==> src/source/dtlb_pkg.sv <==
package dtlb_pkg;

    // ~~~~~~~~~~~~~~~~~~~~~~~~~~~~~~~~~~~~~~~~~~~~~~~~~~~~~~~~~~~~~~~~~~~~~~~~~
    // Pipes and array size.
    // ~~~~~~~~~~~~~~~~~~~~~~~~~~~~~~~~~~~~~~~~~~~~~~~~~~~~~~~~~~~~~~~~~~~~~~~~~
    localparam int LOAD_PIPES = 2;
    localparam int STORE_PIPES = 2;
    localparam int DTLB_ENTRIES = 8;

    // ~~~~~~~~~~~~~~~~~~~~~~~~~~~~~~~~~~~~~~~~~~~~~~~~~~~~~~~~~~~~~~~~~~~~~~~~~
    // Address widths.
    // ~~~~~~~~~~~~~~~~~~~~~~~~~~~~~~~~~~~~~~~~~~~~~~~~~~~~~~~~~~~~~~~~~~~~~~~~~
    localparam int VADDR_W = 32;
    localparam int PADDR_W = 32;
    localparam int PAGE_OFFSET_W = 12;
    localparam int VPN_W = VADDR_W - PAGE_OFFSET_W;
    localparam int PPN_W = PADDR_W - PAGE_OFFSET_W;

    // Issue-queue slot and pipe numbering.
    localparam int SLOT_W = 3;
    localparam int PIPE_W = 1;
    localparam int WAY_W = $clog2(DTLB_ENTRIES);

    // Victim selection LFSR.
    localparam int LFSR_W = 8;
    localparam logic [LFSR_W-1:0] LFSR_SEED = 8'hB3;

    // ~~~~~~~~~~~~~~~~~~~~~~~~~~~~~~~~~~~~~~~~~~~~~~~~~~~~~~~~~~~~~~~~~~~~~~~~~
    // Types.
    // ~~~~~~~~~~~~~~~~~~~~~~~~~~~~~~~~~~~~~~~~~~~~~~~~~~~~~~~~~~~~~~~~~~~~~~~~~
    typedef logic [VADDR_W-1:0] vaddr_t;
    typedef logic [PADDR_W-1:0] paddr_t;
    typedef logic [VPN_W-1:0] vpn_t;
    typedef logic [PPN_W-1:0] ppn_t;
    typedef logic [WAY_W-1:0] way_t;
    typedef logic [SLOT_W-1:0] slot_t;
    typedef logic [PIPE_W-1:0] pipe_t;

    // Request origin, echoed back by the L2 TLB.
    typedef logic [1:0] source_t;
    localparam source_t SRC_NONE = 2'd0;
    localparam source_t SRC_LOAD = 2'd1;
    localparam source_t SRC_STORE = 2'd2;

    // Page permissions.
    typedef logic [1:0] perm_t;
    localparam int PERM_R = 0;
    localparam int PERM_W = 1;

endpackage

==> src/source/tlb_lookup.sv <==
module tlb_lookup (
    input  logic             clk,
    input  logic             reset,
    input  logic             flush,
    input  logic             req,
    input  logic             is_store,
    input  dtlb_pkg::vaddr_t vaddr,
    output logic             miss,
    output dtlb_pkg::paddr_t paddr,
    output logic             exception,
    input  logic             we,
    input  dtlb_pkg::way_t   widx,
    input  dtlb_pkg::vpn_t   wvpn,
    input  dtlb_pkg::ppn_t   wppn,
    input  dtlb_pkg::perm_t  wperm
);
    import dtlb_pkg::*;

    logic [DTLB_ENTRIES-1:0] valid;
    vpn_t                    vpn_q [DTLB_ENTRIES];
    ppn_t                    ppn_q [DTLB_ENTRIES];
    perm_t                   perm_q [DTLB_ENTRIES];

    vpn_t                    vpn;
    logic [DTLB_ENTRIES-1:0] hit;
    ppn_t                    hit_ppn;
    perm_t                   hit_perm;
    logic [DTLB_ENTRIES-1:0] wmatch;
    way_t                    wway;
    logic                    wr_en;

    assign vpn = vaddr[VADDR_W-1:PAGE_OFFSET_W];

    // Parallel compare, one-hot select of the matching entry.
    always_comb begin
        hit = '0;
        hit_ppn = '0;
        hit_perm = '0;
        for (int i = 0; i < DTLB_ENTRIES; i++) begin
            hit[i] = valid[i] && (vpn_q[i] == vpn);
            if (hit[i]) begin
                hit_ppn = hit_ppn | ppn_q[i];
                hit_perm = hit_perm | perm_q[i];
            end
        end
    end

    assign miss = req && !(|hit);
    assign paddr = {hit_ppn, vaddr[PAGE_OFFSET_W-1:0]};
    assign exception = req && (|hit)
                       && (is_store ? !hit_perm[PERM_W] : !hit_perm[PERM_R]);

    // A second refill of a page already present reuses its way.
    always_comb begin
        wway = widx;
        for (int i = DTLB_ENTRIES - 1; i >= 0; i--) begin
            wmatch[i] = valid[i] && (vpn_q[i] == wvpn);
            if (wmatch[i]) begin
                wway = way_t'(i);
            end
        end
    end

    assign wr_en = we && !flush;

    always_ff @(posedge clk) begin
        if (reset) begin
            valid <= '0;
        end else if (wr_en) begin
            valid[wway] <= 1'b1;
        end
    end

    always_ff @(posedge clk) begin
        if (wr_en) begin
            vpn_q[wway] <= wvpn;
            ppn_q[wway] <= wppn;
            perm_q[wway] <= wperm;
        end
    end

    // Refill reuse keeps translations unique.
    a_onehot_hit: assert property (@(posedge clk) disable iff (reset) $onehot0(hit));

endmodule

==> src/source/random_replace.sv <==
module random_replace (
    input  logic           clk,
    input  logic           reset,
    input  logic           advance,
    output dtlb_pkg::way_t way
);
    import dtlb_pkg::*;

    logic [LFSR_W-1:0] lfsr;
    logic              feedback;

    // Taps for x^8 + x^6 + x^5 + x^4 + 1.
    assign feedback = lfsr[7] ^ lfsr[5] ^ lfsr[4] ^ lfsr[3];

    always_ff @(posedge clk) begin
        if (reset) begin
            lfsr <= LFSR_SEED;
        end else if (advance) begin
            lfsr <= {lfsr[LFSR_W-2:0], feedback};
        end
    end

    assign way = lfsr[WAY_W-1:0];

    // Stuck at zero would freeze the victim way.
    a_lfsr_nonzero: assert property (@(posedge clk) disable iff (reset) lfsr != '0);

endmodule

==> src/source/tlb_repeater.sv <==
module tlb_repeater (
    input  logic              clk,
    input  logic              reset,
    input  logic              flush,
    input  logic              in_valid,
    input  logic              in_error,
    input  logic              in_fault,
    input  dtlb_pkg::source_t in_source,
    input  dtlb_pkg::pipe_t   in_pipe,
    input  dtlb_pkg::slot_t   in_slot,
    input  dtlb_pkg::vpn_t    in_vpn,
    input  dtlb_pkg::ppn_t    in_ppn,
    input  dtlb_pkg::perm_t   in_perm,
    output logic              out_valid,
    output logic              out_error,
    output logic              out_fault,
    output dtlb_pkg::source_t out_source,
    output dtlb_pkg::pipe_t   out_pipe,
    output dtlb_pkg::slot_t   out_slot,
    output dtlb_pkg::vpn_t    out_vpn,
    output dtlb_pkg::ppn_t    out_ppn,
    output dtlb_pkg::perm_t   out_perm
);

    always_ff @(posedge clk) begin
        if (reset || flush) begin
            out_valid <= 1'b0;
        end else begin
            out_valid <= in_valid;
        end
    end

    always_ff @(posedge clk) begin
        out_error <= in_error;
        out_fault <= in_fault;
        out_source <= in_source;
        out_pipe <= in_pipe;
        out_slot <= in_slot;
        out_vpn <= in_vpn;
        out_ppn <= in_ppn;
        out_perm <= in_perm;
    end

endmodule

==> src/source/miss_arbiter.sv <==
module miss_arbiter (
    input  logic                                           clk,
    input  logic                                           reset,
    input  logic                                           flush,
    input  logic [dtlb_pkg::LOAD_PIPES-1:0]                lneed,
    input  logic [dtlb_pkg::STORE_PIPES-1:0]               sneed,
    input  dtlb_pkg::vaddr_t [dtlb_pkg::LOAD_PIPES-1:0]    laddr,
    input  dtlb_pkg::vaddr_t [dtlb_pkg::STORE_PIPES-1:0]   saddr,
    input  dtlb_pkg::slot_t [dtlb_pkg::LOAD_PIPES-1:0]     lslot,
    input  dtlb_pkg::slot_t [dtlb_pkg::STORE_PIPES-1:0]    sslot,
    output logic                                           l2_req,
    output dtlb_pkg::source_t                              l2_source,
    output dtlb_pkg::pipe_t                                l2_pipe,
    output dtlb_pkg::slot_t                                l2_slot,
    output dtlb_pkg::vaddr_t                               l2_vaddr,
    output logic [dtlb_pkg::LOAD_PIPES-1:0]                lcancel,
    output logic [dtlb_pkg::STORE_PIPES-1:0]               scancel
);
    import dtlb_pkg::*;

    logic [LOAD_PIPES-1:0]    s1_lneed;
    logic [STORE_PIPES-1:0]   s1_sneed;
    vaddr_t [LOAD_PIPES-1:0]  s1_laddr;
    vaddr_t [STORE_PIPES-1:0] s1_saddr;
    slot_t [LOAD_PIPES-1:0]   s1_lslot;
    slot_t [STORE_PIPES-1:0]  s1_sslot;

    logic                     lany;
    logic                     sany;
    pipe_t                    lwin;
    pipe_t                    swin;
    logic [LOAD_PIPES-1:0]    lwin_mask;
    logic [STORE_PIPES-1:0]   swin_mask;

    logic                     req_q;
    logic [LOAD_PIPES-1:0]    lcancel_q;
    logic [STORE_PIPES-1:0]   scancel_q;

    // ~~~~~~~~~~~~~~~~~~~~~~~~~~~~~~~~~~~~~~~~~~~~~~~~~~~~~~~~~~~~~~~~~~~~~~~~~
    // Stage 1, capture the misses of this cycle.
    // ~~~~~~~~~~~~~~~~~~~~~~~~~~~~~~~~~~~~~~~~~~~~~~~~~~~~~~~~~~~~~~~~~~~~~~~~~
    always_ff @(posedge clk) begin
        if (reset || flush) begin
            s1_lneed <= '0;
            s1_sneed <= '0;
        end else begin
            s1_lneed <= lneed;
            s1_sneed <= sneed;
        end
    end

    always_ff @(posedge clk) begin
        s1_laddr <= laddr;
        s1_saddr <= saddr;
        s1_lslot <= lslot;
        s1_sslot <= sslot;
    end

    // Lowest pipe wins within a kind, stores over loads.
    always_comb begin
        lwin = '0;
        swin = '0;
        for (int i = LOAD_PIPES - 1; i >= 0; i--) begin
            if (s1_lneed[i]) begin
                lwin = pipe_t'(i);
            end
        end
        for (int i = STORE_PIPES - 1; i >= 0; i--) begin
            if (s1_sneed[i]) begin
                swin = pipe_t'(i);
            end
        end
        lany = |s1_lneed;
        sany = |s1_sneed;
        lwin_mask = '0;
        swin_mask = '0;
        if (sany) begin
            swin_mask[swin] = 1'b1;
        end else if (lany) begin
            lwin_mask[lwin] = 1'b1;
        end
    end

    // ~~~~~~~~~~~~~~~~~~~~~~~~~~~~~~~~~~~~~~~~~~~~~~~~~~~~~~~~~~~~~~~~~~~~~~~~~
    // Stage 2, request toward the L2 TLB and cancels for the losers.
    // ~~~~~~~~~~~~~~~~~~~~~~~~~~~~~~~~~~~~~~~~~~~~~~~~~~~~~~~~~~~~~~~~~~~~~~~~~
    always_ff @(posedge clk) begin
        if (reset || flush) begin
            req_q <= 1'b0;
            lcancel_q <= '0;
            scancel_q <= '0;
        end else begin
            req_q <= lany || sany;
            lcancel_q <= s1_lneed & ~lwin_mask;
            scancel_q <= s1_sneed & ~swin_mask;
        end
    end

    always_ff @(posedge clk) begin
        l2_source <= sany ? SRC_STORE : SRC_LOAD;
        l2_pipe <= sany ? swin : lwin;
        l2_slot <= sany ? s1_sslot[swin] : s1_lslot[lwin];
        l2_vaddr <= sany ? s1_saddr[swin] : s1_laddr[lwin];
    end

    assign l2_req = req_q && !flush;
    assign lcancel = lcancel_q & {LOAD_PIPES{!flush}};
    assign scancel = scancel_q & {STORE_PIPES{!flush}};

    // The pipe that got the request is never told to replay.
    a_winner_not_cancelled: assert property (@(posedge clk) disable iff (reset)
        req_q |-> !((l2_source == SRC_LOAD) ? lcancel_q[l2_pipe] : scancel_q[l2_pipe]));

endmodule

==> src/source/dtlb.sv <==
module dtlb (
    input  logic                                          clk,
    input  logic                                          reset,
    input  logic                                          flush,
    input  logic [dtlb_pkg::LOAD_PIPES-1:0]               lreq,
    input  dtlb_pkg::vaddr_t [dtlb_pkg::LOAD_PIPES-1:0]   laddr,
    input  dtlb_pkg::slot_t [dtlb_pkg::LOAD_PIPES-1:0]    lslot,
    output logic [dtlb_pkg::LOAD_PIPES-1:0]               lmiss,
    output dtlb_pkg::paddr_t [dtlb_pkg::LOAD_PIPES-1:0]   lpaddr,
    output logic [dtlb_pkg::LOAD_PIPES-1:0]               lexception,
    output logic [dtlb_pkg::LOAD_PIPES-1:0]               lcancel,
    output logic [dtlb_pkg::LOAD_PIPES-1:0]               lwb,
    input  logic [dtlb_pkg::STORE_PIPES-1:0]              sreq,
    input  dtlb_pkg::vaddr_t [dtlb_pkg::STORE_PIPES-1:0]  saddr,
    input  dtlb_pkg::slot_t [dtlb_pkg::STORE_PIPES-1:0]   sslot,
    output logic [dtlb_pkg::STORE_PIPES-1:0]              smiss,
    output dtlb_pkg::paddr_t [dtlb_pkg::STORE_PIPES-1:0]  spaddr,
    output logic [dtlb_pkg::STORE_PIPES-1:0]              sexception,
    output logic [dtlb_pkg::STORE_PIPES-1:0]              scancel,
    output logic [dtlb_pkg::STORE_PIPES-1:0]              swb,
    output logic                                          l2_req,
    output dtlb_pkg::source_t                             l2_source,
    output dtlb_pkg::pipe_t                               l2_pipe,
    output dtlb_pkg::slot_t                               l2_slot,
    output dtlb_pkg::vaddr_t                              l2_vaddr,
    input  logic                                          l2_valid,
    input  logic                                          l2_error,
    input  logic                                          l2_fault,
    input  dtlb_pkg::source_t                             l2_source_o,
    input  dtlb_pkg::pipe_t                               l2_pipe_o,
    input  dtlb_pkg::slot_t                               l2_slot_o,
    input  dtlb_pkg::vpn_t                                l2_vpn,
    input  dtlb_pkg::ppn_t                                l2_ppn,
    input  dtlb_pkg::perm_t                               l2_perm,
    output dtlb_pkg::slot_t                               wb_slot,
    output logic                                          wb_fault,
    output logic                                          wb_error
);
    import dtlb_pkg::*;

    // Between the two repeaters.
    logic    m_valid, m_error, m_fault;
    source_t m_source;
    pipe_t   m_pipe;
    slot_t   m_slot;
    vpn_t    m_vpn;
    ppn_t    m_ppn;
    perm_t   m_perm;

    // At the arrays.
    logic    r_valid, r_error, r_fault;
    source_t r_source;
    pipe_t   r_pipe;
    slot_t   r_slot;
    vpn_t    r_vpn;
    ppn_t    r_ppn;
    perm_t   r_perm;

    logic    refill_we;
    logic    wb_valid;
    way_t    victim;

    tlb_repeater u_rep0 (
        .clk, .reset, .flush,
        .in_valid(l2_valid), .in_error(l2_error), .in_fault(l2_fault),
        .in_source(l2_source_o), .in_pipe(l2_pipe_o), .in_slot(l2_slot_o),
        .in_vpn(l2_vpn), .in_ppn(l2_ppn), .in_perm(l2_perm),
        .out_valid(m_valid), .out_error(m_error), .out_fault(m_fault),
        .out_source(m_source), .out_pipe(m_pipe), .out_slot(m_slot),
        .out_vpn(m_vpn), .out_ppn(m_ppn), .out_perm(m_perm)
    );

    tlb_repeater u_rep1 (
        .clk, .reset, .flush,
        .in_valid(m_valid), .in_error(m_error), .in_fault(m_fault),
        .in_source(m_source), .in_pipe(m_pipe), .in_slot(m_slot),
        .in_vpn(m_vpn), .in_ppn(m_ppn), .in_perm(m_perm),
        .out_valid(r_valid), .out_error(r_error), .out_fault(r_fault),
        .out_source(r_source), .out_pipe(r_pipe), .out_slot(r_slot),
        .out_vpn(r_vpn), .out_ppn(r_ppn), .out_perm(r_perm)
    );

    // Only clean translations are cached.
    assign refill_we = r_valid && !r_error && !r_fault && (r_source != SRC_NONE);
    assign wb_valid = r_valid && !flush;

    random_replace u_replace (
        .clk, .reset,
        .advance(refill_we && !flush),
        .way(victim)
    );

    // ~~~~~~~~~~~~~~~~~~~~~~~~~~~~~~~~~~~~~~~~~~~~~~~~~~~~~~~~~~~~~~~~~~~~~~~~~
    // One array copy per pipe.
    // ~~~~~~~~~~~~~~~~~~~~~~~~~~~~~~~~~~~~~~~~~~~~~~~~~~~~~~~~~~~~~~~~~~~~~~~~~
    for (genvar i = 0; i < LOAD_PIPES; i++) begin : g_load
        tlb_lookup u_ltlb (
            .clk, .reset, .flush,
            .req(lreq[i]), .is_store(1'b0), .vaddr(laddr[i]),
            .miss(lmiss[i]), .paddr(lpaddr[i]), .exception(lexception[i]),
            .we(refill_we), .widx(victim), .wvpn(r_vpn), .wppn(r_ppn), .wperm(r_perm)
        );
    end

    for (genvar i = 0; i < STORE_PIPES; i++) begin : g_store
        tlb_lookup u_stlb (
            .clk, .reset, .flush,
            .req(sreq[i]), .is_store(1'b1), .vaddr(saddr[i]),
            .miss(smiss[i]), .paddr(spaddr[i]), .exception(sexception[i]),
            .we(refill_we), .widx(victim), .wvpn(r_vpn), .wppn(r_ppn), .wperm(r_perm)
        );
    end

    miss_arbiter u_arb (
        .clk, .reset, .flush,
        .lneed(lmiss & ~lexception), .sneed(smiss & ~sexception),
        .laddr, .saddr, .lslot, .sslot,
        .l2_req, .l2_source, .l2_pipe, .l2_slot, .l2_vaddr,
        .lcancel, .scancel
    );

    // Writeback pulse back to the requesting pipe.
    always_ff @(posedge clk) begin
        if (reset) begin
            lwb <= '0;
            swb <= '0;
        end else begin
            for (int i = 0; i < LOAD_PIPES; i++) begin
                lwb[i] <= wb_valid && (r_source == SRC_LOAD) && (r_pipe == pipe_t'(i));
            end
            for (int i = 0; i < STORE_PIPES; i++) begin
                swb[i] <= wb_valid && (r_source == SRC_STORE) && (r_pipe == pipe_t'(i));
            end
        end
    end

    always_ff @(posedge clk) begin
        wb_slot <= r_slot;
        wb_fault <= r_fault;
        wb_error <= r_error;
    end

    // One response at a time, so one writeback kind per cycle.
    a_single_wb: assert property (@(posedge clk) disable iff (reset) !((|lwb) && (|swb)));

endmodule

==> config.mk <==
export PLATFORM = sky130hd
export DESIGN_NAME = dtlb
export DESIGN_NICKNAME = d
export VERILOG_FILES = /design/src/source/dtlb_pkg.sv /design/src/source/tlb_lookup.sv /design/src/source/random_replace.sv /design/src/source/tlb_repeater.sv /design/src/source/miss_arbiter.sv /design/src/source/dtlb.sv
export SDC_FILE = /design/constraint.sdc
export NUM_CORES = 2
export LEC_CHECK = 0
export BUFFER_PORTS_ARGS = -buffer_cell sky130_fd_sc_hd__buf_4
export CAP_MARGIN = 10
export CELL_PAD_IN_SITES_DETAIL_PLACEMENT = 2
export CELL_PAD_IN_SITES_GLOBAL_PLACEMENT = 2
export CORE_MARGIN = 3
export CORE_UTILIZATION = 25
export CTS_BUF_LIST = sky130_fd_sc_hd__clkbuf_8 sky130_fd_sc_hd__clkbuf_16
export DETAILED_ROUTE_END_ITERATION = 12
export GPL_ROUTABILITY_DRIVEN = 0
export PLACE_DENSITY = 0.57
export SLEW_MARGIN = 30
export SYNTH_ARGS = -nofsm -noshare
export SYNTH_HDL_FRONTEND = slang
export SYNTH_SLANG_ARGS = --single-unit
==> constraint.sdc <==
create_clock -name clk -period 7.3 [get_ports clk]
set_clock_uncertainty 0.15 [all_clocks]
set_input_delay 1.46 -clock clk [delete_from_list [all_inputs] [get_ports clk]]
set_output_delay 1.46 -clock clk [all_outputs]
set_load 0.02 [all_outputs]
==> qor.csv <==
metric,value,unit
outcome,"finished, final reports clean",
drtAntennaViolNets,0,
fin_tns_setup,0,ns
initial_core_util,25.3,%
cts_tree,built,
die-area,0.281,sq mm
r2r-start,u_rep1.out_vpn[19],
slowest_stage,nor3_1,
post-route-period-util,83.5,%
syn_inst,4726,
cpPeakStageDelay,0.65,ns
numCtsBuffers,192,
leakage,26.7,nW
ys_ff_latch,1650,
htree_levels,4,
required,5.69,ns
max_freq,0.164,GHz
holdCritStartpoint,u_rep0.out_ppn[3],
synth_area_leaders,"edfxtp_1 57%, xnor2_1 11%, dfxtp_1 9.8%",
setup_ws,1.21,ns
post-route-util,30.4,%
cpMostUsedCell,buf_4,
crit_type,primary input to output port,
cp-start-kind,primary input,
cts-resized-gates,0,
layout-drive-gt1-share,18.2,%
rows,191,
tightest_slew,0.989,ns
maxSlewHeadroom,33.5,%
finalSetupViolCount,0,
rsz0062_at_grt,no,
cts_setup_buffers,0,
p_clk_share,45.6,%
syn_area,0.0688,sq mm
antenna_found_initial,25,
detail_route.iter0.violations,3576,
cts.sink_count,1650,
synth_cell_types,77,
core,0.272,sq mm
power_density,257,mW/mm^2
wl,268000,microns
sw_frac_of_total,23.4,%
seq_area_frac_synth,67.1,%
synthFlopType,edfxtp_1,
synth_top_area_share,57.3,%
area_growth,20.2,%
hold_path.class,register to register,
syn-num-nets,4924,
hold_buffers,0,
vias,43200,
path_clk_slew,0.06,ns
cts-root-buf,clkbuf_16,
clk_path_buf_depth,4,
min_to,u_rep1.out_ppn[3],
synth_largest_area_cell,edfxtp_1,
reg2reg_to,g_load[1].u_ltlb.ppn_q[4][0],
first_pass_iters,5,
comb_power_share,5.4,%
power_switching,4.96,mW
die_h,530,microns
min_period,6.09,ns
post-place-ws,1.29,ns
grt_util_all_layers,18.6,%
layout.nets,5351,
power_frac_seq,48.9,%
maxSlewViolCount,0,
postSynthAreaPerCell,14.5,sq um
grt_pass1_vias,47000,
path_cells,buf_4 -> xor2_1 -> nor4_1 -> nand3_1 -> nor4_2 -> buf_4 -> or4_1 -> nor2_1 -> nor3_1 -> buf_4,
finalPower,21.2,mW
holdPathStages,0,
overflow,0,
cp-end-kind,output port,
dp_cells,8525,
wire_per_inst,30.2,microns
ir_drop,188,uV
post-dp-hpwl,174000,microns
internal_power,16.3,mW
crit_fanout,22,
io_buffers,385,
clock_latency,0.91,ns
critPathArrivalTime,4.48,ns
yosysWarnings,0,
drv_cap,0,
synth_enable_flop_cells,1312,
dieWidth,530,microns
final-hold-violation-count,0,
drc,0,
instances_no_fill,8881,
ioPinCount,386,
reg2reg_depth,9,
grt_pass1_wl,373000,microns
grt_start_max_net_pins,74,
rrSetupSlack,2.34,ns
viasPerCell,4.87,
async_reset_ff_share,0,%
## Yosys cell counts (all sizes together), types with 17 or more instances
cell	n
or4	20
nor2	97
mux2i	35
buf	172
a22o	83
o21ai	44
a22oi	168
nand2b	24
edfxtp	1312
nand4	257
dfxtp	338
nor4	173
o31ai	17
nand3	183
nand2	98
xnor2	858
xor2	418
a21oi	48
a221oi	80
clkbuf	140
## stage by stage
| step | hold WS (ns) | instance area, sq um |
|---|---|---|
| after floorplan | 0.160 | 68800 |
| after global placement | 0.161 | 76200 |
| after detailed placement | 0.163 | 76200 |
| after CTS | 0.164 | 82500 |
| after global routing | 0.168 | 82600 |
| final | 0.161 | 82600 |
## cell families (layout without fill, tap and decap cells)
group,after synthesis,in the layout,synth area share [%]
DFF,1650,1650,67.1
xor gates and xnor gates,1276,1276,16.3
buffers and inverters,321,899,2.64
other,1,8,0.00545
muxes,35,35,0.510
and+or+nand+nor,958,958,7.93
AOI/OAI and AO/OA,485,485,5.42
## worst max path at each step
stage	start	to	slack, ns	cells past startpoint
global route	laddr[25]	lexception[0]	1.11	10
global placement	laddr[25]	lexception[0]	1.26	10
finish	laddr[29]	lexception[0]	1.21	10
floorplan	laddr[56]	lpaddr[44]	2.24	9
detailed placement	laddr[25]	lexception[0]	1.29	10
CTS	laddr[25]	lexception[0]	1.27	10
## worst max-delay path: cells and delay by family
family        cells  cell delay, ns
simple gates      6            1.85
buf+inv           3            0.99
xor+xnor          1            0.15
## layout make-up
cell class | count | area (sq um)
diodes | 7 | 17.5
clock buffers | 223 | 5310
clock inverters | 122 | 946
fillers | 28100 | 190000
inverters | 9 | 36.3
multi-input cells | 2755 | 21200
flip-flops and latches | 1650 | 46200
well taps | 3570 | 4470
repair buffers | 545 | 4360
## sequential cells by signal (all words and copies together), names as in the netlist, 6 cells and up
register,count
g_load.u_ltlb.ppn_q,320
g_load.u_ltlb.vpn_q,320
g_store.u_stlb.ppn_q,320
g_store.u_stlb.vpn_q,320
u_arb.s1_laddr,64
u_arb.s1_saddr,64
u_arb.l2_vaddr,32
u_rep0.out_ppn,20
u_rep0.out_vpn,20
u_rep1.out_ppn,20
u_rep1.out_vpn,20
g_load.u_ltlb.perm_q,16
g_load.u_ltlb.valid,16
g_store.u_stlb.perm_q,16
g_store.u_stlb.valid,16
u_replace.lfsr,8
u_arb.s1_lslot,6
u_arb.s1_sslot,6
## cells in the final DEF, fill, tap and decap left out, types with 140 or more instances in the layout
cell          n
a22oi_1     168
buf_4       527
clkbuf_16   199
dfxtp_1     314
edfxtp_1   1312
nand3_1     181
nand4_1     256
nor4_1      140
xnor2_1     851
xor2_1      418
## metal layers
layer | up-vias | part of all wire (%) | global-route usage, %
met5 | - | 0.0037 | 0
met4 | 2 | 2.7 | 5.04
met3 | 353 | 5.6 | 2.62
met2 | 1304 | 46 | 30.3
met1 | 23100 | 45 | 25.6
li1 | 18500 | - | -
## power by group through the flow
| stage | Sequential, mW | Clock (mW) | Combinational, mW |
|---|---|---|---|
| after floorplan | 10.5 | 0 | 0.594 |
| after global placement | 10.6 | 0 | 1.14 |
| after detailed placement | 10.6 | 0 | 1.16 |
| after CTS | 10.4 | 9.93 | 1.16 |
| after global routing | 10.4 | 10.3 | 1.22 |
| final | 10.4 | 9.67 | 1.15 |
(Power assumes the default switching activity.)
